File: src/hw/gat_cfg_pkg.sv
package gat_cfg_pkg;

  // Node feature vector after projection
  localparam int NUM_FEAT    = 4;
  localparam int WH_W        = 12;

  // Attention vector, target half followed by neighbor half
  localparam int ATT_LEN     = 2 * NUM_FEAT;
  localparam int ATT_W       = 8;

  // Two half dot products added together
  localparam int SCORE_W     = 23;

  // Coefficient after leaky ReLU and saturation
  localparam int COEF_W      = 8;
  localparam int LRELU_SHIFT = 3;

  // Aggregated output feature
  localparam int AGGR_W      = 32;

  // Largest subgraph, self loop included
  localparam int MAX_NODES   = 16;

  // Coefficient and feature buffers
  localparam int FIFO_DEPTH  = 16;
  localparam int FIFO_AW     = $clog2(FIFO_DEPTH);
  localparam int FIFO_CW     = $clog2(FIFO_DEPTH + 1);

endpackage

File: src/hw/gat_types_pkg.sv
package gat_types_pkg;

  import gat_cfg_pkg::*;

  // One node's projected features, element i holds feature i
  typedef logic [NUM_FEAT-1:0][WH_W-1:0] wh_vec_t;

  // Elements 0 .. NUM_FEAT-1 weight the target node,
  // elements NUM_FEAT .. ATT_LEN-1 weight the neighbor
  typedef logic [ATT_LEN-1:0][ATT_W-1:0] att_vec_t;

  // Unnormalized attention coefficient
  typedef logic signed [COEF_W-1:0] coef_t;

  // Coefficient buffer entry
  typedef struct packed {
    logic  last;
    coef_t coef;
  } coef_entry_t;

  // New feature vector of the target node, element i holds feature i
  typedef logic [NUM_FEAT-1:0][AGGR_W-1:0] feat_vec_t;

endpackage

File: src/hw/neighbor_aggregator.sv
module neighbor_aggregator
  import gat_cfg_pkg::*;
  import gat_types_pkg::*;
(
  input  logic        clk,
  input  logic        rst_n,

  input  coef_entry_t entry_i,
  input  wh_vec_t     wh_i,
  input  logic        empty_i,
  output logic        rd_o,

  output logic        feat_vld_o,
  output feat_vec_t   feat_o
);

  logic                     pop;
  logic                     pop_last;
  logic signed [AGGR_W-1:0] acc [NUM_FEAT];
  logic signed [AGGR_W-1:0] sum [NUM_FEAT];

  // Drains one entry per cycle
  assign pop      = !empty_i;
  assign rd_o     = pop;
  assign pop_last = pop && entry_i.last;

  // Running sum including the head entry
  always_comb begin
    for (int i = 0; i < NUM_FEAT; i++) begin
      sum[i] = acc[i] + $signed(entry_i.coef) * $signed(wh_i[i]);
    end
  end

  always_ff @(posedge clk or negedge rst_n) begin
    if (!rst_n) begin
      feat_vld_o <= 1'b0;
      for (int i = 0; i < NUM_FEAT; i++) begin
        acc[i] <= '0;
      end
    end else begin
      feat_vld_o <= pop_last;
      if (pop) begin
        for (int i = 0; i < NUM_FEAT; i++) begin
          // Restart for the next subgraph
          acc[i] <= pop_last ? '0 : sum[i];
        end
      end
    end
  end

  // Final sums of the subgraph
  always_ff @(posedge clk) begin
    if (pop_last) begin
      for (int i = 0; i < NUM_FEAT; i++) begin
        feat_o[i] <= sum[i];
      end
    end
  end

endmodule

File: config.mk
export PLATFORM = sky130hd
export DESIGN_NAME = neighbor_aggregator
export DESIGN_NICKNAME = d
export VERILOG_FILES = /design/src/hw/gat_cfg_pkg.sv /design/src/hw/gat_types_pkg.sv /design/src/hw/neighbor_aggregator.sv
export SDC_FILE = /design/constraint.sdc
export NUM_CORES = 2
export LEC_CHECK = 0
export BUFFER_PORTS_ARGS = -buffer_cell sky130_fd_sc_hd__buf_2
export CELL_PAD_IN_SITES_DETAIL_PLACEMENT = 1
export CELL_PAD_IN_SITES_GLOBAL_PLACEMENT = 2
export CORE_AREA = 2 2 285 287
export CTS_BUF_LIST = sky130_fd_sc_hd__clkbuf_8 sky130_fd_sc_hd__clkbuf_16
export CTS_CLUSTER_SIZE = 10
export DETAILED_ROUTE_END_ITERATION = 7
export DIE_AREA = 0 0 287 289
export HOLD_SLACK_MARGIN = 0.03
export PLACE_DENSITY = 0.83
export REMOVE_ABC_BUFFERS = 1
export SYNTH_ARGS = -nofsm -noshare
export SYNTH_HDL_FRONTEND = slang
export SYNTH_SLANG_ARGS = --single-unit
File: constraint.sdc
create_clock -name clk -period 9.84 [get_ports clk]
set_clock_uncertainty 0.15 [all_clocks]
set_input_delay 0 -clock clk [delete_from_list [all_inputs] [get_ports clk]]
set_output_delay 0 -clock clk [all_outputs]
set_load 0.01 [all_outputs]
# ---- Word-level counts from Yosys, hierarchy flattened
# Index checks and enable logic that the tools add are counted.
# W data, S select, Z words.
dict set report word_totals {
  ff_bits 257
  out_inout_bits 130
  wordCells 23
  input_bits 60
}
dict set report op_classes {
  n_reduce_logical 2
  muxes 4
  multipliers 4
  add_sub_neg 4
}
# cell count
set op_table {}
lappend op_table {{$add A32 B20 Y32} 4}
lappend op_table {{$mux W32} 4}
lappend op_table {{$mul A8 B12 Y20} 4}
lappend op_table {{$logic_and A1 B1 Y1} 1}
lappend op_table {{$logic_not A1 Y1} 1}

# ---- Logic depth before layout (Yosys ltp)
dict set report depth {
  word_depth 3
  mapped_depth 23
  mapped_depth_nobuf 21
}

# ---- Least setup slack after synthesis
# OpenSTA, ideal clock, no wires.
dict set report synth_timing {
  path_kind {input-to-reg}
  startpoint {in empty_i}
  endpoint {reg feat_vld_o}
  stages 3
  setup_ps 689
  required_time_ps 9001
  n_path_buf 2
  path_slack_ps 3264
  t_arrival_ps 5737
  path_cell_list {clkbuf_1 -> clkbuf_1 -> nor2_1}
}
dict set report synth_between {
  elab_chain_len 2
}
# item line_no
set synth_rtl {}
lappend synth_rtl {{from (decl)} neighbor_aggregator.sv:10} ;# input logic empty_i,
lappend synth_rtl {{$logic_not A1 Y1} neighbor_aggregator.sv:23} ;# assign pop = !empty_i;
lappend synth_rtl {{$logic_and A1 B1 Y1} neighbor_aggregator.sv:25} ;# assign pop_last = pop && entry_i.last;
lappend synth_rtl {{net pop_last} neighbor_aggregator.sv:18} ;# logic pop_last;
lappend synth_rtl {{to (signal assigned)} neighbor_aggregator.sv:41} ;# feat_vld_o <= pop_last;
lappend synth_rtl {{to (decl)} neighbor_aggregator.sv:13} ;# output logic feat_vld_o,
# The timed path passes the listed nets, and every way through them passes these cells.
# A chain may end at the register's enable or synchronous reset.

==> impl_metrics.toml <==
[worst_hold_path]
min_path_type = "input port to register"
whs_path_depth = 5

[placement]
dp.cells = 4065
place_congestion = 0.8966
hpwl_um = 67780
numPortBuffers = 189
post_dp_cell_area_um2 = 33970

[timing]
finalCritPeriodShare_pct = 65.13
hold_violations = 0
slew_headroom_pct = 15.02
rsz0062_at_grt = "false"
period_minus_slack_ps = 6409
fin_tns_setup_ps = 0
max_freq_mhz = 156.0
finalSetupViolCount = 0
drv_slew = 0
tightest_slew_ps = 1275

[worst_setup_path]
cp.required_ps = 10000
path_depth = 19
cpMostUsedCell = "fa_1"
cp-end-kind = "register"
critPathLaunchType = "input port"
path_class = "input port to register"
crit_family = "adder cells"
cp.buffers_inverters = 5
cp_max_fo = 37
path_cells = "buf_2 > buf_4 > and2_1 > fa_1 > inv_1 > fa_1 > inv_1 > fa_1 > fa_1 > ha_1 > ha_1 > a2111oi_0 > o21ai_0 > o21ai_0 > inv_1 > o21ai_0 > a21oi_1 > or4_1 > and2_1"
reg2reg_depth = 18
critPathMaxStageDelay_ps = 990
r2r_slack_ps = 3700
cp.arrival_ps = 6570
crit_path_top_delay_cell = "and2_1"

[logic_synthesis]
synth-seq-cells = 257
ys_seq_area_share_pct = 22.24
synth-main-ff-cell = "dfrtp_1"
syn_inst = 2870
ys_types = 66
synth_area_um2 = 31800
synth-edff-count = 128
ys_warn_count = 0
async_reset_ff_share_pct = 50.19
syn_avg_cell_area_um2 = 11.08

[clocking]
cts_hold_buffers = 9
cts_root_buf = "clkbuf_16"
cts_resized = 0
clkLatencyLatePin_ps = 570
cts_setup_buffers = 0
cts_tree = "done"
cts_buffer_depth = 3
cts_made_buffers = 37
cts.clk_slew.worst_paths_ps = 50
h-tree-depth = 2
clkSinkCount = 257

[global_route]
use_met2_pct = 38.31
busiest_layer = "met2"
grt_util_met3_pct = 2.504
grt_start_max_net_pins = 72
antenna_found_initial = 9
grt_pass1_vias = 25534
globalRouteOverflowTotal = 0
grtUsageTotal_pct = 22.26
grt_pass1_wl_um = 144100
grtUsageMet1_pct = 29.73

[routing]
drt_first_pass_iters = 5
vias = 21877
drc = 0
detail-route-antenna-nets = 0
detail_route.vias_per_cell = 5.278
routed_wl_um = 87940
avgRoutedWirePerCell_um = 21.22
drt_iter0_drc = 1020

[floorplanning]
die_y_um = 289
rows = 104
die_area_um2 = 82940
design.core.area_um2 = 79900
start_util_pct = 39.80
io_pins = 190
dieWidth_um = 287

[finish]
synthToLayoutAreaGrowth_pct = 10.86
fin_nets = 3985
drive_gt1_share_pct = 9.256
final_area_um2 = 35250
layout_commonest_cell = "fa_1"
fin_cells = 4145
final_cell_mix = "592 x fa_1, 473 x inv_1, 280 x ha_1"

[flow_run]
cap_violations = 0

[run_status]
status = "complete, no violations"
## state kept, by name, indices dropped and copies added, names as in the netlist
register	count
feat_vld_o	1
acc	128
feat_o	128
## cell usage after synthesis, types with 6 or more instances
cell      instances  area (um^2)
o31ai_1          10        75.07
a22o_1           81        709.4
fa_1            592        11850
nand2b_1         18        112.6
and2_1          227         1420
a211oi_1          7        52.55
dfrtp_1         129         3228
ha_1            280         3503
edfxtp_1        128         3844
nor2_1           92        345.3
xnor2_1          85        744.5
nor3_1           11        55.05
a21oi_1          90        450.4
and4_1            6        52.55
nand4_1           7        43.79
a21o_1           41        307.8
and3_1           13        81.33
o21bai_1         14        105.1
nand2_1         211        792.0
or4_1             6        45.04
a31oi_1          17        106.4
clkbuf_1         74        277.8
inv_1           464         1742
o211ai_1         10        75.07
o21a_1           14        105.1
nor2b_1          15        93.84
o21ai_0          91        455.4
or2_2             8        50.05
xor2_1           32        280.3
nand3_1          18        90.09
## layout make-up
| cell class | instances | area (um^2) |
|---|---|---|
| Clock inverter | 25 | 191.4 |
| Timing Repair Buffer | 219 | 1220 |
| Tap cell | 1060 | 1326 |
| Antenna cell | 6 | 15.01 |
| Fill cell | 8734 | 44640 |
| Sequential cell | 257 | 7072 |
| Inverter | 466 | 1749 |
| Clock buffer | 40 | 967.2 |
| Multi-Input combinational cell | 2072 | 22710 |
## tightest hold or removal path, delay by kind of cell
kind | cells | cell delay, ps
and+or+nand+nor | 1 | 110
adders and majority gates | 2 | 440
buffers and inverters | 2 | 190
## path summary, 6_finish.rpt
check                            from    endpoint
max                        entry_i[1]  feat_o[30]
min                          wh_i[13]  feat_o[33]
max reg2reg                    acc[6]     acc[23]
min reg2reg                   acc[75]     acc[75]
max in group asynchronous       rst_n     acc[37]
min in group asynchronous       rst_n     acc[69]
## through the flow
step           hold WS [ps]  utilization (%)  setup WS (ps)
6_report              156.5            44.12           3431
5_1_grt               160.5            44.12           3204
4_1_cts               124.1            44.10           3567
3_5_place_dp         -176.5            42.52           2965
3_3_place_gp         -176.8            42.52           3174
2_1_floorplan        -445.6                -           3438
## cells by family after synthesis
family | Yosys count | share of synthesized area, %
compound gates | 434 | 9.439
xor+xnor | 117 | 3.222
fa+ha+maj | 872 | 48.29
buf+inv | 541 | 6.386
flops | 257 | 22.24
mux | 2 | 0.06296
simple gates | 647 | 10.36
## metal layers
layer	vias to the layer above	share of wire, %
li1	9683	-
met1	11660	44
met2	405	50
met3	129	3.4
met4	0	2.9
met5	-	0
Power is left out: the tool's default activity adds up to more than one toggle a clock period on the data nets, which glitch-free logic cannot reach.
