===== config.mk =====
export PLATFORM = sky130hd
export DESIGN_NAME = attention_scorer
export DESIGN_NICKNAME = d
export VERILOG_FILES = /design/src/hw/gat_cfg_pkg.sv /design/src/hw/gat_types_pkg.sv /design/src/hw/attention_scorer.sv
export SDC_FILE = /design/constraint.sdc
export NUM_CORES = 2
export LEC_CHECK = 0
export BUFFER_PORTS_ARGS = -buffer_cell sky130_fd_sc_hd__buf_4
export CAP_MARGIN = 10
export CORE_AREA = 2 2 258 260
export DETAILED_ROUTE_END_ITERATION = 12
export DIE_AREA = 0 0 260 262
export PLACE_DENSITY = 0.9
export SLEW_MARGIN = 30
export SYNTH_ARGS = -nofsm -noshare
export SYNTH_HDL_FRONTEND = slang
export SYNTH_SLANG_ARGS = --single-unit

===== constraint.sdc =====
create_clock -name clk -period 6.55 [get_ports clk]
set_input_delay 0.3275 -clock clk [delete_from_list [all_inputs] [get_ports clk]]
set_output_delay 0.3275 -clock clk [all_outputs]
set_load 0.03 [all_outputs]

===== src/hw/gat_cfg_pkg.sv =====
package gat_cfg_pkg;

  // Node feature vector after projection
  localparam int NUM_FEAT    = 4;
  localparam int WH_W        = 12;

  // Attention vector, target half followed by neighbor half
  localparam int ATT_LEN     = 2 * NUM_FEAT;
  localparam int ATT_W       = 8;

  // Two half dot products added together
  localparam int SCORE_W     = 23;

  // Coefficient after leaky ReLU and saturation
  localparam int COEF_W      = 8;
  localparam int LRELU_SHIFT = 3;

  // Aggregated output feature
  localparam int AGGR_W      = 32;

  // Largest subgraph, self loop included
  localparam int MAX_NODES   = 16;

  // Coefficient and feature buffers
  localparam int FIFO_DEPTH  = 16;
  localparam int FIFO_AW     = $clog2(FIFO_DEPTH);
  localparam int FIFO_CW     = $clog2(FIFO_DEPTH + 1);

endpackage


===== src/hw/gat_types_pkg.sv =====
package gat_types_pkg;

  import gat_cfg_pkg::*;

  // One node's projected features, element i holds feature i
  typedef logic [NUM_FEAT-1:0][WH_W-1:0] wh_vec_t;

  // Elements 0 .. NUM_FEAT-1 weight the target node,
  // elements NUM_FEAT .. ATT_LEN-1 weight the neighbor
  typedef logic [ATT_LEN-1:0][ATT_W-1:0] att_vec_t;

  // Unnormalized attention coefficient
  typedef logic signed [COEF_W-1:0] coef_t;

  // Coefficient buffer entry
  typedef struct packed {
    logic  last;
    coef_t coef;
  } coef_entry_t;

  // New feature vector of the target node, element i holds feature i
  typedef logic [NUM_FEAT-1:0][AGGR_W-1:0] feat_vec_t;

endpackage


===== src/hw/attention_scorer.sv =====
module attention_scorer
  import gat_cfg_pkg::*;
  import gat_types_pkg::*;
(
  input  logic        clk,
  input  logic        rst_n,

  input  logic        a_vld_i,
  input  att_vec_t    a_i,

  input  logic        wh_vld_i,
  input  wh_vec_t     wh_i,
  input  logic        first_i,
  input  logic        last_i,

  output logic        wr_o,
  output coef_entry_t entry_o,
  output wh_vec_t     wh_o
);

  att_vec_t                  a_q;

  logic signed [SCORE_W-2:0] dot_tgt;
  logic signed [SCORE_W-2:0] dot_nbr;

  logic                      s1_vld;
  logic                      s1_last;
  logic signed [SCORE_W-2:0] tgt_q;
  logic signed [SCORE_W-2:0] nbr_q;
  wh_vec_t                   wh_q;

  logic signed [SCORE_W-1:0] score;
  logic signed [SCORE_W-1:0] lrelu;
  logic                      in_range;
  coef_t                     coef_sat;

  // Attention vector, a new one applies from the next cycle on
  always_ff @(posedge clk or negedge rst_n) begin
    if (!rst_n) begin
      a_q <= '0;
    end else if (a_vld_i) begin
      a_q <= a_i;
    end
  end

  // Both half dot products of the incoming node
  always_comb begin
    dot_tgt = '0;
    dot_nbr = '0;
    for (int i = 0; i < NUM_FEAT; i++) begin
      dot_tgt = dot_tgt + $signed(a_q[i]) * $signed(wh_i[i]);
      dot_nbr = dot_nbr + $signed(a_q[NUM_FEAT+i]) * $signed(wh_i[i]);
    end
  end

  // Stage 1
  always_ff @(posedge clk or negedge rst_n) begin
    if (!rst_n) begin
      s1_vld <= 1'b0;
    end else begin
      s1_vld <= wh_vld_i;
    end
  end

  always_ff @(posedge clk) begin
    if (wh_vld_i) begin
      nbr_q   <= dot_nbr;
      wh_q    <= wh_i;
      s1_last <= last_i;
    end
    // Target term is kept for the rest of the subgraph
    if (wh_vld_i && first_i) begin
      tgt_q <= dot_tgt;
    end
  end

  // Stage 2, score and leaky ReLU
  always_comb begin
    score = SCORE_W'(tgt_q) + SCORE_W'(nbr_q);
    if (score[SCORE_W-1]) begin
      lrelu = score >>> LRELU_SHIFT;
    end else begin
      lrelu = score;
    end
  end

  // Saturate to COEF_W, fits when all upper bits match the sign
  always_comb begin
    in_range = (&lrelu[SCORE_W-1:COEF_W-1]) || !(|lrelu[SCORE_W-1:COEF_W-1]);
    if (in_range) begin
      coef_sat = lrelu[COEF_W-1:0];
    end else if (lrelu[SCORE_W-1]) begin
      coef_sat = {1'b1, {(COEF_W-1){1'b0}}};
    end else begin
      coef_sat = {1'b0, {(COEF_W-1){1'b1}}};
    end
  end

  always_ff @(posedge clk or negedge rst_n) begin
    if (!rst_n) begin
      wr_o <= 1'b0;
    end else begin
      wr_o <= s1_vld;
    end
  end

  always_ff @(posedge clk) begin
    if (s1_vld) begin
      entry_o.coef <= coef_sat;
      entry_o.last <= s1_last;
      wh_o         <= wh_q;
    end
  end

  // The target term and the vector must come from one consistent load
  a_stable_on_first: assert property (
    @(posedge clk) disable iff (!rst_n)
    (wh_vld_i && first_i) |-> !a_vld_i
  ) else $error("attention vector loaded together with a target node");

endmodule


==> results of run 1 <==
==> cells in the mapped netlist, types with 5 or more instances <==
master      n
nand3_1    16
nor4_1      9
clkbuf_1  121
o22ai_1     7
edfxtp_1  150
inv_1     984
nand2_1   330
ha_1      240
nand2b_1   56
xnor2_1    62
o41ai_1     8
o211ai_1    7
dfrtp_1    66
a21oi_1    28
o21ai_0    32
a211oi_1   12
or3_1       7
and3_1      8
o21a_1     13
and2_1    368
xor2_1     16
mux2_2     60
nor3_1     20
nor2_1     74
a21o_1     13
buf_1       5
fa_1      877
nor2b_1    25
==> per-layer routing <==
metal  GRT usage [%]  GRT overflow
met1            62.2             1
met2            77.4            11
met3            58.4             5
met4            62.0             9
met5            45.3             0
==> logic make-up after synthesis <==
kind of cell,after synthesis,synth area share (%)
adder cells (fa/ha/maj),1117,54.0
buffers and inverters,1113,11.0
AND/OR/NAND/NOR,926,12.6
flip-flops,216,16.2
AO/OA/AOI/OAI,153,2.72
XOR/XNOR,78,1.79
multiplexers,62,1.83
==> stage by stage <==
stage / setup slack, ps / utilization [%] / cell area, sq um
detailed placement: -806 / 66.1 / 43100
CTS: -525 / 69.4 / 45300
global placement: -491 / 66.1 / 43100
floorplan: -104 / - / 38400
==> what timing repair did <==
action,in CTS
gates resized for setup,106
setup buffers,32
endpoints found under the setup margin,21
hold endpoints to repair,94
hold buffers,63
pin swaps,28
==> impl_metrics.tcl, run 1 <==
set metrics [dict create \
    ys_seq_elements 216 \
    syn_area_sq_mm 0.0381 \
    row_count 94 \
    synth_top_area_share_pct 46.1 \
    cts_buffers 28 \
    stop_stage "5_1_grt" \
    root_buffer "clkbuf_16" \
    synth_area_leader_cell "fa_1" \
    grt_max_degree 62 \
    synth_cell_types 59 \
    floorplan.io_pins 176 \
    clk_path_buf_depth 3 \
    h-tree-depth 1 \
    cts_sinks 216 \
    initial_core_util_pct 58.4 \
    grt_use_total_pct 65.2 \
    avgSynthCellArea_sq_um 10.4 \
    ys_seq_area_share_pct 16.2 \
    endpoint_type "register input" \
    ys.warnings.count 0 \
    antenna_found_initial 30 \
    synthCells 3665 \
    synthFlopType "edfxtp_1" \
    synth_edf_count 150 \
    crit_endpoint "nbr_q[21]$_DFFE_PP_/D" \
    dp.cells 4945 \
    dp_hpwl_um 93000 \
    grt-ovfl-total 26 \
    synth.area.top_cells "fa_1 (46%), edfxtp_1 (12%), inv_1 (9.7%)" \
    error_line "[ERROR GRT-0232] Routing congestion too high. Check the congestion heatmap in the GUI." \
    async_reset_ff_share_pct 30.6 \
    routabilityCongestion 0.990 \
    status "stopped before the end" \
    die_w_um 260 \
    die_h_um 262 \
    port_buffers 175 \
    synth_nets 4900 \
]
==> run 2: changes to the inputs <==
--- a/config.mk
+++ b/config.mk
@@ -7,10 +7,10 @@
 export LEC_CHECK = 0
 export BUFFER_PORTS_ARGS = -buffer_cell sky130_fd_sc_hd__buf_4
 export CAP_MARGIN = 10
-export CORE_AREA = 2 2 258 260
+export CORE_AREA = 2 2 312 314
 export DETAILED_ROUTE_END_ITERATION = 12
-export DIE_AREA = 0 0 260 262
-export PLACE_DENSITY = 0.9
+export DIE_AREA = 0 0 314 316
+export PLACE_DENSITY_LB_ADDON = 0.15
 export SLEW_MARGIN = 30
 export SYNTH_ARGS = -nofsm -noshare
 export SYNTH_HDL_FRONTEND = slang
==> constraint.sdc (replaced) <==
create_clock -name clk -period 8.52 [get_ports clk]
set_input_delay 0.426 -clock clk [delete_from_list [all_inputs] [get_ports clk]]
set_output_delay 0.426 -clock clk [all_outputs]
set_load 0.03 [all_outputs]
==> run 2 against run 1 <==
The flow now finishes without violations. Area after synthesis stayed put. Synthesized cell count is the same.
==> impl_metrics.tcl, run 2 <==
set metrics [dict create \
    root_buffer "clkbuf_16" \
    synth_most_common_cell "inv_1" \
    port_buffers 175 \
    critical_path.max_stage_delay_ps 690 \
    row_count 114 \
    area_delta_synth_final_pct 10.6 \
    worst-r2r-setup-slack_ps 340 \
    synth_area_leader_cell "fa_1" \
    finalClockSkew_ps 45.6 \
    r2r_cells 23 \
    postRouteAntennaNets 0 \
    dieArea_sq_mm 0.0992 \
    post-cts-setup-buffers 0 \
    cp_num_buf_inv 5 \
    clk_pin_slew_worst_paths_ps 70 \
    grt_max_degree 39 \
    dp_hpwl_um 90600 \
    synthFlopType "edfxtp_1" \
    critical_path.top_delay_family "adder cells" \
    path_cells "inv_1, nor2_1, fa_1, fa_1, fa_1, inv_1, fa_1, fa_1, inv_1, fa_1, inv_1, fa_1, fa_1, inv_1, ha_1, a211oi_1, o21ai_0, nand2_1, o21ai_0, o41ai_1, o21ai_0, o41ai_1, xnor2_1" \
    async_reset_ff_share_pct 30.6 \
    wl_per_cell_um 21.3 \
    ys_seq_elements 216 \
    r2r-end "nbr_q[21]" \
    initialDrtViolationCount 1482 \
    final_common_cell "inv_1" \
    cts_buffers 30 \
    synthCells 3665 \
    crit_required_ps 8850 \
    maxSlewHeadroom_pct 51.6 \
    worst_pin_slew_ps 727 \
    postLayoutSetupSlackWorst_ps 338 \
    hold_path_end "a_q[19]" \
    wirelength_um 109000 \
    final_cell_mix "inv_1 (984), fa_1 (877), and2_1 (367), nand2_1 (330), ha_1 (240)" \
    grt_use_total_pct 23.0 \
    worstSetupPathType "reg -> reg" \
    synth_edf_count 150 \
    cts_tree "yes" \
    final_nets 5040 \
    synth_nets 4900 \
    synth_common_cells "inv_1 (984), fa_1 (877), and2_1 (368), nand2_1 (330), ha_1 (240)" \
    crit_fanout 9 \
    cp_common_cell "fa_1" \
    num_vias 24524 \
    slew_violations 0 \
    grt-ovfl-total 0 \
    fin_crit_sh_pct 96.0 \
    regToRegStartpoint "a_q[39]" \
    drive_gt1_share_pct 8.23 \
    dp.cells 5010 \
    cp-end-kind "register" \
    antenna_found_initial 3 \
    post-route-min-period_ps 8180 \
    cap_violations 0 \
    dp_slack_ps 541 \
    startpoint_type "register" \
    ys.warnings.count 0 \
    fillers 9354 \
    clk_latency_ps 640 \
    drc 0 \
    avgSynthCellArea_sq_um 10.4 \
    top_register "a_q" \
    cpMaxStageDelayCell "dfrtp_1" \
    routabilityCongestion 0.858 \
    status "finished, final reports clean" \
    min_from "a_i[19]" \
    h-tree-depth 1 \
    synth_top_area_share_pct 46.1 \
    die_w_um 314 \
    floorplan.io_pins 176 \
    fmax_mhz 122 \
    whs_ps 50.7 \
    firstDrtPassIters 5 \
    ys_seq_area_share_pct 16.2 \
    initial_core_util_pct 39.7 \
    vias_per_cell 4.80 \
    grt_pass1_vias 26594 \
    holdPathStages 2 \
    grt_pass1_wl_um 168000 \
    hold_violations 0 \
    hp-class "in -> reg" \
    cts_sinks 216 \
    layoutNonFillerInstCount 5107 \
    finalSetupViolCount 0 \
    largestRegisters "a_q: 64 flops, wh_o: 48 flops, wh_q: 48 flops" \
    synth.area.top_cells "fa_1 (46%), edfxtp_1 (12%), inv_1 (9.7%)" \
    tns_ps 0 \
    syn_area_sq_mm 0.0381 \
    rsz0062_at_grt "no" \
    clk_path_buf_depth 3 \
    die_h_um 316 \
    crit_arrival_ps 8520 \
    synth_cell_types 59 \
    largest_reg_flops 64 \
    core_area_sq_mm 0.0960 \
]
==> run 2: cell counts after synthesis <==
No cell type changed its count.
==> run 2: area by class of cell <==
class,count,area [sq um],area share [%]
clock buffer,39,816,1.94
antenna,2,5.00,0.0119
inverter,987,3700,8.79
multi-input combinational,2336,27800,65.9
timing repair buffer,234,1870,4.45
clock inverter,17,230,0.546
tap,1276,1600,3.79
sequential,216,6160,14.6
==> run 2: repair_timing <==
item,4_1_cts,5_1_grt
hold buffers,39,0
hold endpoints to repair,70,0
gates resized for setup,0,0
==> run 2: kinds of logic (layout without fill, tap and decap cells) <==
group / Yosys count / count (layout) / synth area share (%)
fa+ha+maj: 1117 / 1117 / 54.0
buf+inv: 1113 / 1277 / 11.0
simple gates: 926 / 926 / 12.6
flops: 216 / 216 / 16.2
compound gates: 153 / 153 / 2.72
xor+xnor: 78 / 78 / 1.79
mux: 62 / 62 / 1.83
other cells: 0 / 2 / 0
==> run 2: through the flow <==
step / area (sq um) / util, %
final: 42100 / 43.9
after global placement: 40700 / 42.4
after CTS: 42100 / 43.9
after floorplan: 38100 / -
after global routing: 42100 / 43.9
after detailed placement: 40700 / 42.4
==> run 2: worst max-delay path by stage <==
| stage | start | slack (ps) | depth (start not counted) | end |
|---|---|---|---|---|
| finish | a_q[39] | 340 | 23 | nbr_q[21] |
| detailed placement | a_q[56] | 540 | 22 | nbr_q[21] |
| global route | a_q[39] | 40 | 23 | nbr_q[21] |
| floorplan | wh_i[41] | 1450 | 23 | tgt_q[21] |
| CTS | a_q[56] | 450 | 22 | nbr_q[21] |
| global placement | a_q[39] | 610 | 23 | nbr_q[21] |
==> run 2: metal layers <==
layer	vias up	share of wire [%]	global-route usage [%]	wire, um
li1	11003	-	-	-
met1	12874	43	31.3	46500
met2	550	51	40.0	55400
met3	95	4.3	2.13	4650
met4	2	2.2	5.07	2430
met5	-	0.0083	0	9
Power of run 2 is left out: the tool's default activity adds up to more than one toggle a clock period on the data nets, which glitch-free logic cannot reach.
