<file path="config.mk">
export PLATFORM = sky130hd
export DESIGN_NAME = sync_fifo
export DESIGN_NICKNAME = d
export VERILOG_FILES = /design/src/hw/gat_cfg_pkg.sv /design/src/hw/sync_fifo.sv
export SDC_FILE = /design/constraint.sdc
export NUM_CORES = 1
export LEC_CHECK = 0
export BUFFER_PORTS_ARGS = -buffer_cell sky130_fd_sc_hd__buf_2
export CAP_MARGIN = 25
export CORE_MARGIN = 5
export CORE_UTILIZATION = 45
export DETAILED_ROUTE_END_ITERATION = 10
export PLACE_DENSITY = 0.72
export SLEW_MARGIN = 0
export SYNTH_ARGS = -nofsm -noshare
export SYNTH_HDL_FRONTEND = slang
export SYNTH_SLANG_ARGS = --single-unit
</file>
<file path="constraint.sdc">
create_clock -name clk -period 1.9 [get_ports clk]
set_input_delay 0.19 -clock clk [delete_from_list [all_inputs] [get_ports clk]]
set_output_delay 0.19 -clock clk [all_outputs]
set_load 0.03 [all_outputs]
</file>
<file path="src/hw/gat_cfg_pkg.sv">
package gat_cfg_pkg;

  // Node feature vector after projection
  localparam int NUM_FEAT    = 4;
  localparam int WH_W        = 12;

  // Attention vector, target half followed by neighbor half
  localparam int ATT_LEN     = 2 * NUM_FEAT;
  localparam int ATT_W       = 8;

  // Two half dot products added together
  localparam int SCORE_W     = 23;

  // Coefficient after leaky ReLU and saturation
  localparam int COEF_W      = 8;
  localparam int LRELU_SHIFT = 3;

  // Aggregated output feature
  localparam int AGGR_W      = 32;

  // Largest subgraph, self loop included
  localparam int MAX_NODES   = 16;

  // Coefficient and feature buffers
  localparam int FIFO_DEPTH  = 16;
  localparam int FIFO_AW     = $clog2(FIFO_DEPTH);
  localparam int FIFO_CW     = $clog2(FIFO_DEPTH + 1);

endpackage

</file>
<file path="src/hw/sync_fifo.sv">
module sync_fifo
  import gat_cfg_pkg::*;
#(
  parameter type payload_t = logic
) (
  input  logic     clk,
  input  logic     rst_n,

  input  logic     wr_i,
  input  payload_t din_i,

  input  logic     rd_i,
  output payload_t dout_o,

  output logic     empty_o,
  output logic     full_o
);

  payload_t           mem [FIFO_DEPTH];
  logic [FIFO_AW-1:0] wr_ptr;
  logic [FIFO_AW-1:0] rd_ptr;
  logic [FIFO_CW-1:0] count;

  // Head is visible without a read request
  assign dout_o  = mem[rd_ptr];
  assign empty_o = (count == '0);
  assign full_o  = (count == FIFO_CW'(FIFO_DEPTH));

  always_ff @(posedge clk) begin
    if (wr_i) begin
      mem[wr_ptr] <= din_i;
    end
  end

  always_ff @(posedge clk or negedge rst_n) begin
    if (!rst_n) begin
      wr_ptr <= '0;
      rd_ptr <= '0;
    end else begin
      if (wr_i) begin
        wr_ptr <= (wr_ptr == FIFO_AW'(FIFO_DEPTH - 1)) ? '0 : wr_ptr + 1'b1;
      end
      if (rd_i) begin
        rd_ptr <= (rd_ptr == FIFO_AW'(FIFO_DEPTH - 1)) ? '0 : rd_ptr + 1'b1;
      end
    end
  end

  always_ff @(posedge clk or negedge rst_n) begin
    if (!rst_n) begin
      count <= '0;
    end else begin
      case ({wr_i, rd_i})
        2'b10:   count <= count + 1'b1;
        2'b01:   count <= count - 1'b1;
        default: count <= count;
      endcase
    end
  end

  // Producer rate never exceeds the drain rate
  no_overflow: assert property (
    @(posedge clk) disable iff (!rst_n)
    wr_i |-> !full_o
  ) else $error("write into a full FIFO");

  // Consumer only pops what is there
  no_underflow: assert property (
    @(posedge clk) disable iff (!rst_n)
    rd_i |-> !empty_o
  ) else $error("pop from an empty FIFO");

endmodule

</file>
# ---- Word level (Yosys, flattened, before mapping)
# Memories as Yosys holds them, arrays and structs flattened.
# Cells that the tools add are included.
dict set report totals {
  reg_bits 13
  ram_bits 16
  output_inout_bits 3
  memories 1
}
dict set report op_classes {
  add_sub_neg 4
  eq_ne 5
  mux 5
  reduce_logical 2
}
# memory words word_bits read_ports rd_ports_with_merged_regs wr line
set memory_table {}
lappend memory_table {mem 16 1 1 0 1 sync_fifo.sv:19} ;# payload_t mem [FIFO_DEPTH];
# operator count
set ops {}
lappend ops {{$pmux W5 S2} 1}
lappend ops {{$add A4 B1 Y4 const B} 2}
lappend ops {{$eq A4 B4 Y1 const B} 2}
lappend ops {{$mux W4} 2}
lappend ops {{$add A5 B1 Y5 const B} 1}
lappend ops {{$eq A5 B5 Y1 const B} 1}
lappend ops {{$logic_not A5 Y1} 1}
lappend ops {{$sub A5 B1 Y5 const B} 1}
lappend ops {{$eq A2 B1 Y1 const B} 1}
lappend ops {{$eq A2 B2 Y1 const B} 1}
lappend ops {{$mux W1} 2}
lappend ops {{$reduce_bool A2 Y1} 1}

# ---- Depth between registers and ports, before layout
# Gate-level depths: netlist of run 1.
dict set report logic_depth {
  depth_word 2
  depth_mapped 9
  depth_no_buf 8
}

# ---- Worst setup path after synthesis of run 1
# OpenSTA, ideal clock, no wires.
dict set report synth_path {
  kind {input -> register}
  start {input wr_i}
  end {register count[2]}
  arrival_ps 1611
  path_slack_ps 162
  path_stages 9
  n_path_buf 1
  path_cell_list {clkbuf_1 inv_1 ha_1 xor2_1 ha_1 a21oi_1 xnor2_1 nor2_1 xor2_1}
}
dict set report synth_between {
  elab_chain_cells 2
  elab_cells_between_ends 4
  classes_between {eq/ne: 2; mux: 1; reduce/logical: 1}
}
# element line
set synth_lines {}
lappend synth_lines {{from (decl)} sync_fifo.sv:9} ;# input logic wr_i,
lappend synth_lines {{$eq A2 B1 Y1 or $eq A2 B2 Y1 (tied branches)} sync_fifo.sv:53} ;# case ({wr_i, rd_i})
lappend synth_lines {{$pmux W5 S2 or $reduce_bool A2 Y1 (tied branches)} n/a}
lappend synth_lines {{to (signal assigned)} sync_fifo.sv:54} ;# 2'b10: count <= count + 1'b1;
lappend synth_lines {{to (signal assigned)} sync_fifo.sv:55} ;# 2'b01: count <= count - 1'b1;
lappend synth_lines {{to (signal assigned)} sync_fifo.sv:56} ;# default: count <= count;
lappend synth_lines {{to (decl)} sync_fifo.sv:22} ;# logic [FIFO_CW-1:0] count;
# Several ways; a longest one is shown, not always the timed one.
# A chain may end at the register's enable or synchronous reset.

# ---- Final worst setup path of run 1
dict set report layout_path {
  start {register rd_ptr[0]}
  end {output dout_o}
}
dict set report layout_between {
  elab_chain_cells 1
}
# element line
set layout_lines {}
lappend layout_lines {{from (decl)} sync_fifo.sv:21} ;# logic [FIFO_AW-1:0] rd_ptr;
lappend layout_lines {{from (signal assigned)} sync_fifo.sv:44} ;# rd_ptr <= (rd_ptr == FIFO_AW'(FIFO_DEPTH - 1)) ? '0 : rd_ptr + 1'b1;
lappend layout_lines {{$mem_v2 Z16 W1} n/a}
lappend layout_lines {{to (decl)} sync_fifo.sv:13} ;# output payload_t dout_o,
# No other way between the ends.

==> results of run 1 <==
metrics by stage:
| stage | setup WS, ns | setup TNS, ns | hold slack, ns | util [%] | cells |
|---|---|---|---|---|---|
| after floorplan | 0.1619 | 0 | -0.1056 | - | 128 |
| after global placement | 0.1764 | 0 | 0.09481 | 48.50 | 178 |
| after detailed placement | 0.1214 | 0 | 0.1002 | 48.50 | 178 |
| after CTS | -0.1001 | -0.1001 | 0.1271 | 50.82 | 188 |
| after global routing | -0.2145 | -0.2470 | 0.1418 | 51.66 | 191 |
| final | -0.07884 | -0.07884 | 0.1362 | 51.66 | 191 |
metal layers:
layer	GRT usage [%]	part of all wire [%]	wire, µm
met5	0	0	0
met4	6.700	2.0	55
met1	17.75	43	1210
met3	5.419	5.1	143
met2	23.23	49	1376
cell type report:
class	instances	share of cell area (%)
clock buffer	6	2.434
multi-input combinational	88	38.72
sequential	29	47.71
inverter	6	1.327
timing repair buffer	14	5.826
clock inverter	2	0.5900
tap	46	3.392
cell usage in the layout, fill, tap and decap left out, drive strengths merged:
cell type / n
edfxtp: 16
o21ai: 8
a31oi: 1
nor3: 2
nor2b: 1
a211oi: 1
a21oi: 5
mux4: 4
mux2i: 1
or4: 1
nand4bb: 1
nand4: 2
xnor2: 6
inv: 6
clkbuf: 6
nand4b: 2
nand2b: 4
o2111ai: 1
clkinv: 2
buf: 13
mux2: 2
nor3b: 5
dfrtp: 13
nand3: 5
dlygate4sd3: 1
nand2: 11
nor2: 13
ha: 9
o41ai: 1
xor2: 2
cell families (layout without fill, tap and decap cells):
| kind of cell | Yosys count | in the layout | synth area share [%] |
|---|---|---|---|
| flops | 29 | 29 | 53.31 |
| compound gates | 17 | 17 | 6.705 |
| mux | 7 | 7 | 8.113 |
| fa+ha+maj | 9 | 9 | 7.450 |
| buf+inv | 11 | 28 | 3.228 |
| xor+xnor | 8 | 8 | 4.636 |
| simple gates | 47 | 47 | 16.56 |
worst reg2reg max path: stages (launching register included):
cell,delay [ns]
sky130_fd_sc_hd__dfrtp_1,0.41
sky130_fd_sc_hd__ha_1,0.35
sky130_fd_sc_hd__nor3b_1,0.22
sky130_fd_sc_hd__a21oi_1,0.06
sky130_fd_sc_hd__a31oi_1,0.19
sky130_fd_sc_hd__xnor2_1,0.13
how the worst min path moves through the flow:
stage | from | endpoint | slack (ns) | cells past startpoint
final | rd_i | rd_ptr[0] | 0.14 | 2
after global routing | rd_i | rd_ptr[0] | 0.14 | 2
after CTS | rd_i | rd_ptr[0] | 0.13 | 2
after detailed placement | rst_n | rd_ptr[2] | 0.10 | 1
after global placement | rst_n | rd_ptr[2] | 0.09 | 1
after floorplan | rst_n | count[0] | -0.11 | 0
report_power, final:
group	total, mW	leakage, nW	internal, mW	switching (mW)
Sequential	1.06	0.297	0.826	0.234
Combinational	0.856	0.320	0.442	0.414
Clock	0.350	0.0320	0.140	0.210
Total	2.27	0.649	1.41	0.858
state kept, by name, summed over array words and instances (netlist names):
signal and flops:
wr_ptr 4, count 5, rd_ptr 4, mem 16
repair_timing:
action | CTS | global route
resized for setup | 3 | 4
endpoints found under the hold margin | 13 | 0
buffers inserted | 1 | 3
endpoints found under the setup margin | 1 | 3
pin swaps | 1 | 0
hold buffers | 1 | 0
==> results, run 1 <==
- The run finished, with violations left.
- The checks that failed: setup timing.
- The number of cells traversed by the worst register-to-register path is 5.
- After synthesis the netlist holds a flip-flop and latch count of 29.
- The data required time of the worst path is 1.71 ns.
- The max-slew violation count is 0.
- The number of antenna violations at the first check in global routing is 0.
- Among all flip-flop cells after synthesis, the most frequent one is sky130_fd_sc_hd__edfxtp_1.
- The placed wire-length estimate after detailed placement is 1961 µm.
- The total buffers and inverters traversed by the critical path is 1.
- Once placement finished, the instance area stood at 0.001593 mm².
- Of the available clock period, the critical path in the final layout requires 104.1%.
- The most frequent cell after synthesis is sky130_fd_sc_hd__edfxtp_1.
- The total CTS buffers is 5.
- The H-tree level count is 2.
- For this design, the slowest cell found on the critical path is sky130_fd_sc_hd__mux4_2.
- In the final layout, the multi-input gates occupy 656.9 µm².
- Entering global routing, the biggest net connects 17 pins.
- By area the synthesized netlist is led by sky130_fd_sc_hd__edfxtp_1, sky130_fd_sc_hd__dfrtp_1, sky130_fd_sc_hd__ha_1, sky130_fd_sc_hd__mux4_2, sky130_fd_sc_hd__xnor2_1.
- Before antenna repair, the detailed router went through 4 iterations.
- The row count is 21.
- For the worst setup path, the data arrival time is 1.79 ns.
- A synthesized cell averages 11.81 µm².
- The dominant delay contributor by cell family on the critical path is multiplexers.
- In this run the worst path has a maximum fanout of 5.
- The final estimated routing congestion in global placement is 0.7959.
- Once routing completed, OpenROAD measured the worst setup slack at -0.07884 ns.
- The tree is rooted in a sky130_fd_sc_hd__clkbuf_4.
- The power after layout is 2.267 mW.
- The transition time at the pin with the least slew margin is 0.4189 ns.
- Once the floorplan was initialized, standard cells occupied 46.02% of the core.
- Sequential cells were found to cover 53.31% of the synthesized design area.
- The tightest min-delay check is of the primary input to flop type.
- VDD sags by at most 0.4633 mV.
- The detailed-route vias per instance is 5.450.
- For this run, the slowest stage of the critical path takes 0.51 ns.
- The boundary pin count is 8.
- After technology mapping, the gate count stands at 128.
- The filler cells instantiated in the layout total 299.
- The launching point of the worst reg2reg path is count[3].
- Dividing the detail-routed wire length by the instance count gives 14.58 µm.
- STA classifies the critical path endpoint as an output port.
- Power spread over the standard cell area amounts to 1336 mW/mm².
- The number of hold violations in the final report is 0.
- Ranked by instance count, the synthesized netlist is headed by sky130_fd_sc_hd__edfxtp_1, sky130_fd_sc_hd__dfrtp_1, sky130_fd_sc_hd__nor2_1.
- The number of endpoints failing setup at the final stage is 1.
- The finished cells cover 0.001697 mm².
- Max-cap violations in this run came to 0.
- Global routing finished with a remaining overflow of 0.
- The share of final-layout standard cells stronger than drive strength 1 is 21.38%.
- The via count of the first global-routing pass was 1072.
- In this run the horizontal extent of the chip is 67.96 µm.
- The first-pass GRT wire length is 4892 µm.
- In the routed design, unresolved DRC markers number 0.
- Following the worst setup path forward leads to its endpoint at dout_o.
- The cell type with the largest total area after synthesis is sky130_fd_sc_hd__edfxtp_1.
- The CTS sink count is 29.
- The sequential cell area is 809.5 µm².
- The fmax is 505.3 MHz.
- The final period demand of the worst path is 1.979 ns.
- In this run the tool buffered the top-level ports with 7 buffer cells.
- The synthesized area is 0.001511 mm².
- When the netlist entered floorplanning its net count stood at 142.
- The top cell type by area accounts for 31.79% of the synthesized area.
- The largest buffer count on any clock path is 2.
- The number of nets in the layout is 158.
- The element type at the critical path start is a flop.
- The minimum setup slack among reg-to-reg paths is 0.47 ns.
- Headroom to the max-slew limit came out at 72.07%.
- The area growth from synthesis to layout is 12.25%.
- The async set or reset register ratio after synthesis is 44.83%.
- The critical path startpoint is rd_ptr[0].
- The core area is 0.003284 mm².
- Across the routed clock network, the largest skew measured is 0.006641 ns.
- The number of DRC markers in iteration 0 is 33.
- During synthesis, Yosys emitted a total of 0 warnings.
- The analysis attributes to cell leakage a power of 0.6494 nW.
- The number of antenna diodes in the final layout is 0.
- The endpoint identified for the worst register-to-register timing path is count[4].
- The die height is 67.96 µm.
- Setup repair after global routing could not meet its margin everywhere.
- The signal on the critical path passes through mux4_2 > nor2b_4 > a211oi_2 > a21oi_1 > buf_4.
- The clock tree from TritonCTS is done.
- The all-layer global routing usage is 14.68%.
- The insertion delay of the later-clocked pin in the worst-skew pair is 0.33 ns.
- The routed design has 2785 µm of wire.
- The final antenna-violating net count is 0.
- The area of the die is 0.004618 mm².
- The type of the setup path with the least slack is flop to output port.
- Summing over every cut layer, the via total after detailed routing is 1041.
- Synthesis instantiated 29 different standard cells from the library.
- The number of enable-type register cells in the synthesized netlist is 16.
- The clock-pin slew of the registers on the worst-case setup and hold paths is 0.09 ns.
- The critical path runs through a total of 5 cells.
Note: power is estimated with default switching activity, not from simulation.
==> inputs of run 2 (changes only) <==
- CORE_ASPECT_RATIO: not set -> 0.9
==> run 2 against run 1 <==
  * The run now ends clean
  * Worst setup slack improved by 0.081 ns
  * Die area barely moved
  * Combinational power fell by 8.3%
  * Worst hold slack improved by 0.077 ns
  * Sequential power barely moved
  * Critical endpoint unchanged
==> results, run 2 (synthesis results as in run 1) <==
- The flow ran to the end, and the final reports show no timing, DRC or antenna violations.
- The register with the highest flop count is mem.
- The largest clock skew in the final design is 0.005925 ns.
- The number of antenna violations at the first check in global routing is 0.
- The core area is 0.003303 mm².
- The cell depth of the worst min-delay path is 2.
- The CTS sink count is 29.
- The final antenna-violating net count is 0.
- The post-route netlist has 18.31% of its cells at a drive strength greater than 1.
- The H-tree level count is 2.
- The slowest cell on the critical path is sky130_fd_sc_hd__mux4_2.
- At the end of routability-driven placement, the weighted congestion stood at 0.8172.
- In this run the worst path has a maximum fanout of 4.
- Global routing consumed, over all layers together, 12.86% of the routing resources.
- The largest net degree at the start of global routing is 17.
- The root buffer cell is sky130_fd_sc_hd__clkbuf_8.
- Relative to the synthesized area, the layout overhead comes to 14.57%.
- The worst slew slack as a fraction of its limit is 73.06%.
- The element type at the critical path start is a flop.
- The repair_antennas step left the layout with diodes totalling 0.
- The routed design could run at a clock period as short as 1.898 ns.
- Of the available clock period, the critical path in the final layout requires 99.91%.
- The number of DRC markers in iteration 0 is 25.
- The placed wire-length estimate after detailed placement is 1875 µm.
- The largest registers in the layout are mem (16), count (5).
- The initial core utilization is 45.76%.
- The number of flip-flops in the largest register is 16.
- The count of vias placed by the detailed router is 960.
- The post-detailed-route wirelength per cell is 13.90 µm.
- The worst register-to-register path begins at count[3].
- The setup path with the least slack is of type flop to output port.
- The clock tree from TritonCTS is done.
- The number of clock buffers added by TritonCTS is 5.
- Setup violations remaining at the end of the flow were counted as 0.
- Fill cells in the final layout number 297.
- In this run the deepest clock path goes through 2 buffers.
- For the pin with the worst max-slew slack, the measured transition is 0.4041 ns.
- The die is 71.09 µm wide.
- At the later pin of the worst-skew pair, clock insertion delay measures 0.28 ns.
- The detailed-route vias per instance is 5.161.
- Counting cells, the worst reg-to-reg path comes to 5.
- The boundary pin count is 8.
- Leaving out fill and tap cells, the most frequent cells in the layout are sky130_fd_sc_hd__edfxtp_1, sky130_fd_sc_hd__nor2_1, sky130_fd_sc_hd__dfrtp_1, sky130_fd_sc_hd__nand2_1, sky130_fd_sc_hd__ha_1.
- The total overflow left after global routing is 0.
- For this run, the post-layout net count is 155.
- The worst endpoint data arrival time is 1.71 ns.
- The area of the die is 0.004619 mm².
- After floorplanning, the core was divided into 20 placement rows.
- For the worst setup path, the data required time is 1.71 ns.
- The leakage power is 0.6634 nW.
- The via count of the first global-routing pass came to 1001.
- The critical register-to-register path endpoint is count[4].
- The first-pass iteration count of the detailed router is 6.
- The total length of routed wires is 2586 µm.
- The DRC violation count after routing is 0.
- The die is 64.98 µm tall.
- The finished cells cover 0.001732 mm².
- The design draws 2.495 mW.
- The first-pass GRT wire length is 4485 µm.
- Walking the worst path, the cells encountered are mux4_2 > nor2b_4 > a211oi_2 > a21oi_1 > buf_4.
- The worst stage delay on the critical path is 0.51 ns.
- The total buffers and inverters traversed by the critical path is 1.
- The accumulated negative setup slack is 0 ns.
- The max-slew violation count is 0.
- Across all register-to-register paths, the minimum setup slack is 0.41 ns.
- The number of port buffers is 7.
- The peak supply drop is 0.5977 mV.
- The dominant delay contributor by cell family on the critical path is multiplexers.
- The number of hold violations in the final report is 0.
- Leaving out filler cells and counting taps, the final layout contains 186.
- For hold timing, the worst endpoint is rd_ptr[0].
- The post-place instance area is 0.001590 mm².
- In this run the power density over the cells is 1441 mW/mm².
- The worst min-delay path startpoint is rd_i.
- The kind of capture point of the worst setup path is an output port.
- Including well taps, the total number of placed cells is 176.
- Max-cap violations in this run came to 0.
- Clock-pin slew was measured on the worst setup and hold paths at 0.06 ns.
- In this run the worst hold path is classified as primary input to flop.
- Setup repair after global routing could not meet its margin everywhere.
- For this run, the top clock speed supported by timing is 526.8 MHz.
- Leaving out fill and tap cells, the most frequent cell in the layout is sky130_fd_sc_hd__edfxtp_1.
[run 2: cell count changes in the layout (fill, tap and decap cells not counted)]
| cell | delta |
|---|---|
| sky130_fd_sc_hd__bufinv_16 | +1 |
| sky130_fd_sc_hd__dfrtp_2 | -2 |
| sky130_fd_sc_hd__clkbuf_4 | -5 |
| sky130_fd_sc_hd__dfrtp_1 | +2 |
| sky130_fd_sc_hd__buf_2 | +1 |
| sky130_fd_sc_hd__clkinv_2 | -2 |
| sky130_fd_sc_hd__clkbuf_8 | +6 |
| sky130_fd_sc_hd__buf_4 | -4 |
[run 2: worst max path at each step]
stage | startpoint | endpoint | cells past startpoint
2_1_floorplan | wr_i | count[2] | 9
3_3_place_gp | rd_ptr[0] | dout_o | 5
3_5_place_dp | rd_ptr[0] | dout_o | 5
4_1_cts | rd_ptr[0] | dout_o | 5
5_1_grt | rd_ptr[0] | dout_o | 5
6_report | rd_ptr[0] | dout_o | 5
[run 2: area by class of cell]
cell class                      count  area, µm²  area share, %
Multi-Input combinational cell     88      656.9          37.93
Clock inverter                      1      30.03          1.734
Timing Repair Buffer               11      73.82          4.263
Sequential cell                    29      807.0          46.60
Tap cell                           44      55.05          3.179
Inverter                            6      22.52          1.301
Clock buffer                        7      86.33          4.986
[run 2: power by group]
part / switching, mW / internal (mW) / leakage [nW] / total [mW]
clock network: 0.222 / 0.427 / 0.0585 / 0.649
logic: 0.384 / 0.401 / 0.306 / 0.785
registers: 0.237 / 0.824 / 0.299 / 1.06
total: 0.844 / 1.65 / 0.663 / 2.50
[run 2: worst reg2reg max path: stages, from the launching register on]
cell                      delay (ns)
sky130_fd_sc_hd__dfrtp_1        0.40
sky130_fd_sc_hd__ha_1           0.35
sky130_fd_sc_hd__nor3b_1        0.23
sky130_fd_sc_hd__a21oi_1        0.07
sky130_fd_sc_hd__a31oi_1        0.21
sky130_fd_sc_hd__xnor2_1        0.14
[run 2: metrics by stage]
| step | worst slack [ns] | utilization [%] | hold WS (ns) |
|---|---|---|---|
| 6_report | 0.001658 | 52.42 | 0.2129 |
| 3_5_place_dp | 0.1280 | 48.14 | 0.1031 |
| 2_1_floorplan | 0.1619 | - | -0.1056 |
| 4_1_cts | -0.02790 | 52.42 | 0.2081 |
| 5_1_grt | -0.06990 | 52.42 | 0.2207 |
| 3_3_place_gp | 0.1705 | 48.14 | 0.09491 |
[run 2: what timing repair did]
item | CTS | global route
endpoints found under the hold margin | 13 | 0
pin swaps | 1 | 0
setup endpoints to repair | 1 | 1
gates cloned | 0 | 0
buffers inserted | 1 | 0
hold buffers | 1 | 0
gates resized for setup | 3 | 0
[run 2: per-layer routing]
metal / GRT usage, % / wire [µm] / up-vias
met3: 4.186 / 90 / 5
met4: 5.634 / 36 / 0
met2: 20.95 / 1227 / 16
met1: 15.54 / 1233 / 450
met5: 0 / 0 / -
li1: - / - / 489
==> inputs of run 3 (changes only) <==
--- a/config.mk
+++ b/config.mk
@@ -10,6 +10,6 @@
 export CORE_ASPECT_RATIO = 0.9
-export CORE_MARGIN = 5
-export CORE_UTILIZATION = 45
+export CORE_MARGIN = 10
+export CORE_UTILIZATION = 40
 export DETAILED_ROUTE_END_ITERATION = 10
-export PLACE_DENSITY = 0.72
+export PLACE_DENSITY = 0.66
 export SLEW_MARGIN = 0
==> constraint.sdc (replaced) <==
create_clock -name clk -period 1.9 [get_ports clk]
set_input_delay 0.38 -clock clk [delete_from_list [all_inputs] [get_ports clk]]
set_output_delay 0.38 -clock clk [all_outputs]
set_load 0.03 [all_outputs]
==> run 3 against run 2 <==
  * The run now ends with setup timing left
  * Largest cell class unchanged
  * Critical path type unchanged
  * Clock-buffer cell count fell by 1
  * Die area is 44% higher
  * Wire length grew 5.4%
==> results, run 3 (synthesis results as in run 1) <==
- Data on the critical path is required at its endpoint by 1.52 ns.
- The H-tree was split into 2 levels.
- Dividing the detail-routed wire length by the instance count gives 14.12 µm.
- Setup repair after global routing could not meet its margin everywhere.
- At the end of the flow, the number of nets in the layout was 160.
- After the first detailed-routing iteration, the DRC count stood at 74.
- For this run, design rule violations remaining after detail routing come to 0.
- The register with the highest flop count is mem.
- In the final layout, the registers with the most flip-flops are mem (16), count (5).
- The signal on the critical path passes through mux4_2 > nor2b_4 > a211oi_2 > a21oi_1 > buf_4.
- IR analysis of the VDD net gives a maximum drop of 0.6790 mV.
- The final reports fail on setup timing.
- The worst stage delay on the critical path is 0.51 ns.
- The max-slew violation count came to 0.
- The critical register-to-register path endpoint is count[4].
- Headroom to the max-slew limit came out at 72.95%.
- The via count of the first global-routing pass is 1019.
- The clock tree from TritonCTS is done.
- The remaining global-route overflow is 0.
- The worst endpoint data arrival time is 1.72 ns.
- The number of antenna violations at the first check in global routing is 0.
- The setup slack after layout is -0.2003 ns.
- The number of flip-flops in the largest register is 16.
- The first-pass iteration count of the detailed router is 4.
- The worst register-to-register path begins at count[3].
- The worst path in the final design needs a cycle of 2.100 ns, including I/O delays and setup.
- The largest buffer count on any clock path is 2.
- After clock tree synthesis, the clock-pin slew on the worst setup and hold paths is 0.06 ns.
- The design draws 2.421 mW.
- The post-route netlist has 23.81% of its cells at a drive strength greater than 1.
- Wires add up to 2725 µm.
- The slowest cell on the critical path is sky130_fd_sc_hd__mux4_2.
- For this run, the top clock speed supported by timing is 476.1 MHz.
- The CTS sink count is 29.
- Clock skew on the completed layout was measured at 0.003213 ns.
- The multi-input combinational cells in the finished layout cover a total of 675.6 µm².
- The sequential cell area is 808.3 µm².
- The number of hold violations in the final report came to 0.
- The area growth from synthesis to layout is 17.14%.
- The critical path ends at dout_o.
- Across all register-to-register paths, the minimum setup slack is 0.41 ns.
- In this run the tool buffered the top-level ports with 7 buffer cells.
- The maximum net fanout on the critical path is 4.
- The initial core utilization is 41.09%.
- The area of the die is 0.006641 mm².
- The row count is 21.
- The transition time at the pin with the least slew margin is 0.4057 ns.
- In the layout the commonest cells are sky130_fd_sc_hd__edfxtp_1, sky130_fd_sc_hd__nand2_1, sky130_fd_sc_hd__nor2_1, sky130_fd_sc_hd__dfrtp_1, sky130_fd_sc_hd__ha_1.
- The fill cell instance count of the final layout is 338.
- For this block, the via count after detailed routing is 1017.
- The core area is 0.003679 mm².
- The largest net degree at the start of global routing is 17.
- The setup path with the least slack is of type flop to output port.
- Global routing used 8.871% of the available tracks across all layers.
- The period utilization is 110.5%.
- The run finished, with violations left.
- The number of cells traversed by the worst register-to-register path is 5.
- The critical path starts at rd_ptr[0].
- In this run the count of I/O pins placed on the die edge is 8.
- The kind of capture point of the worst setup path is an output port.
- The reported max-cap violation count is 0.
- Setup violations remaining at the end of the flow were counted as 1.
- The number of antenna diodes in the final layout is 0.
- The final antenna-violating net count is 0.
- The detailed-route vias per instance is 5.269.
- STA classifies the critical path startpoint as a flop.
- The library cell used most frequently in the layout, excluding fill and tap cells, is sky130_fd_sc_hd__edfxtp_1.
- The first-pass GRT wire length is 4747 µm.
- Cells fill 48.13% of the core in the end.
- CTS placed an instance of sky130_fd_sc_hd__clkbuf_8 at the clock tree root.
- Measured along the x axis, the die boundary spans 84.80 µm.
- For this design the static power due to leakage is 0.6760 nW.
- Detailed placement ended at an HPWL of 2058 µm.
- The accumulated negative setup slack is -0.2003 ns.
- In this run the vertical extent of the chip is 78.32 µm.
- The power density of the placed cells is 1367 mW/mm².
- At the end of routability-driven placement, the weighted congestion stood at 0.8477.
- The setup slack after placement is -0.02431 ns.
- Buffers inserted during clock tree synthesis total 5.
- The tightest min-delay check is of the primary input to flop type.
- At the later pin of the worst-skew pair, clock insertion delay measures 0.28 ns.
==> run 3: changes by cell type in the layout (fill, tap and decap cells not counted), moves of 2 or more <==
| cell | delta |
|---|---|
| sky130_fd_sc_hd__clkinv_2 | +2 |
| sky130_fd_sc_hd__nor2_4 | +2 |
| sky130_fd_sc_hd__buf_6 | +2 |
| sky130_fd_sc_hd__nor2_1 | -2 |
| sky130_fd_sc_hd__buf_2 | -2 |
| sky130_fd_sc_hd__buf_4 | +5 |
==> run 3: worst max-delay path, delay by kind of cell, from the launching register on <==
family,cells,cell delay (ns)
AOI/OAI and AO/OA,2,0.20
buffers and inverters,1,0.17
DFF,1,0.42
muxes,1,0.51
and+or+nand+nor,1,0.14
==> run 3: timing repair <==
action | CTS | global route
endpoints found under the setup margin | 3 | 3
buffers inserted | 0 | 1
pin swaps | 2 | 1
hold endpoints to repair | 10 | 0
hold buffers | 1 | 0
resized for setup | 5 | 8
==> run 3: worst min path at each step <==
stage / startpoint / to / cells after the start
2_1_floorplan: rst_n / count[0] / 0
3_3_place_gp: rst_n / rd_ptr[0] / 1
6_report: rd_i / rd_ptr[0] / 3
5_1_grt: rd_i / rd_ptr[0] / 3
3_5_place_dp: rst_n / rd_ptr[0] / 1
4_1_cts: rd_i / rd_ptr[0] / 3
==> run 3: per-layer routing <==
metal  GRT usage (%)  up-vias  wire, µm
met4           3.947        0        45
met5               0        -         0
met2           13.50       12      1231
li1                -      496         -
met1           10.42      503      1319
met3           4.231        6       129
==> run 3: report_power, final <==
group	switching (mW)	internal [mW]	total [mW]
Combinational	0.444	0.472	0.916
Sequential	0.207	0.827	1.03
Clock	0.218	0.253	0.471
Total	0.869	1.55	2.42
==> run 3: final cells by class <==
type,count,area share [%]
timing repair buffer,16,6.996
clock buffer,6,4.099
sequential,29,45.65
clock inverter,2,0.5654
tap,46,3.251
multi-input combinational,88,38.16
inverter,6,1.272
==> run 3: metrics by stage <==
stage               hold WS, ns  instances  instance area (µm²)
floorplan               0.08441        128                 1513
global placement         0.2919        183                 1630
detailed placement       0.2951        183                 1630
CTS                      0.4511        192                 1735
global route             0.4559        193                 1770
finish                   0.4605        193                 1770
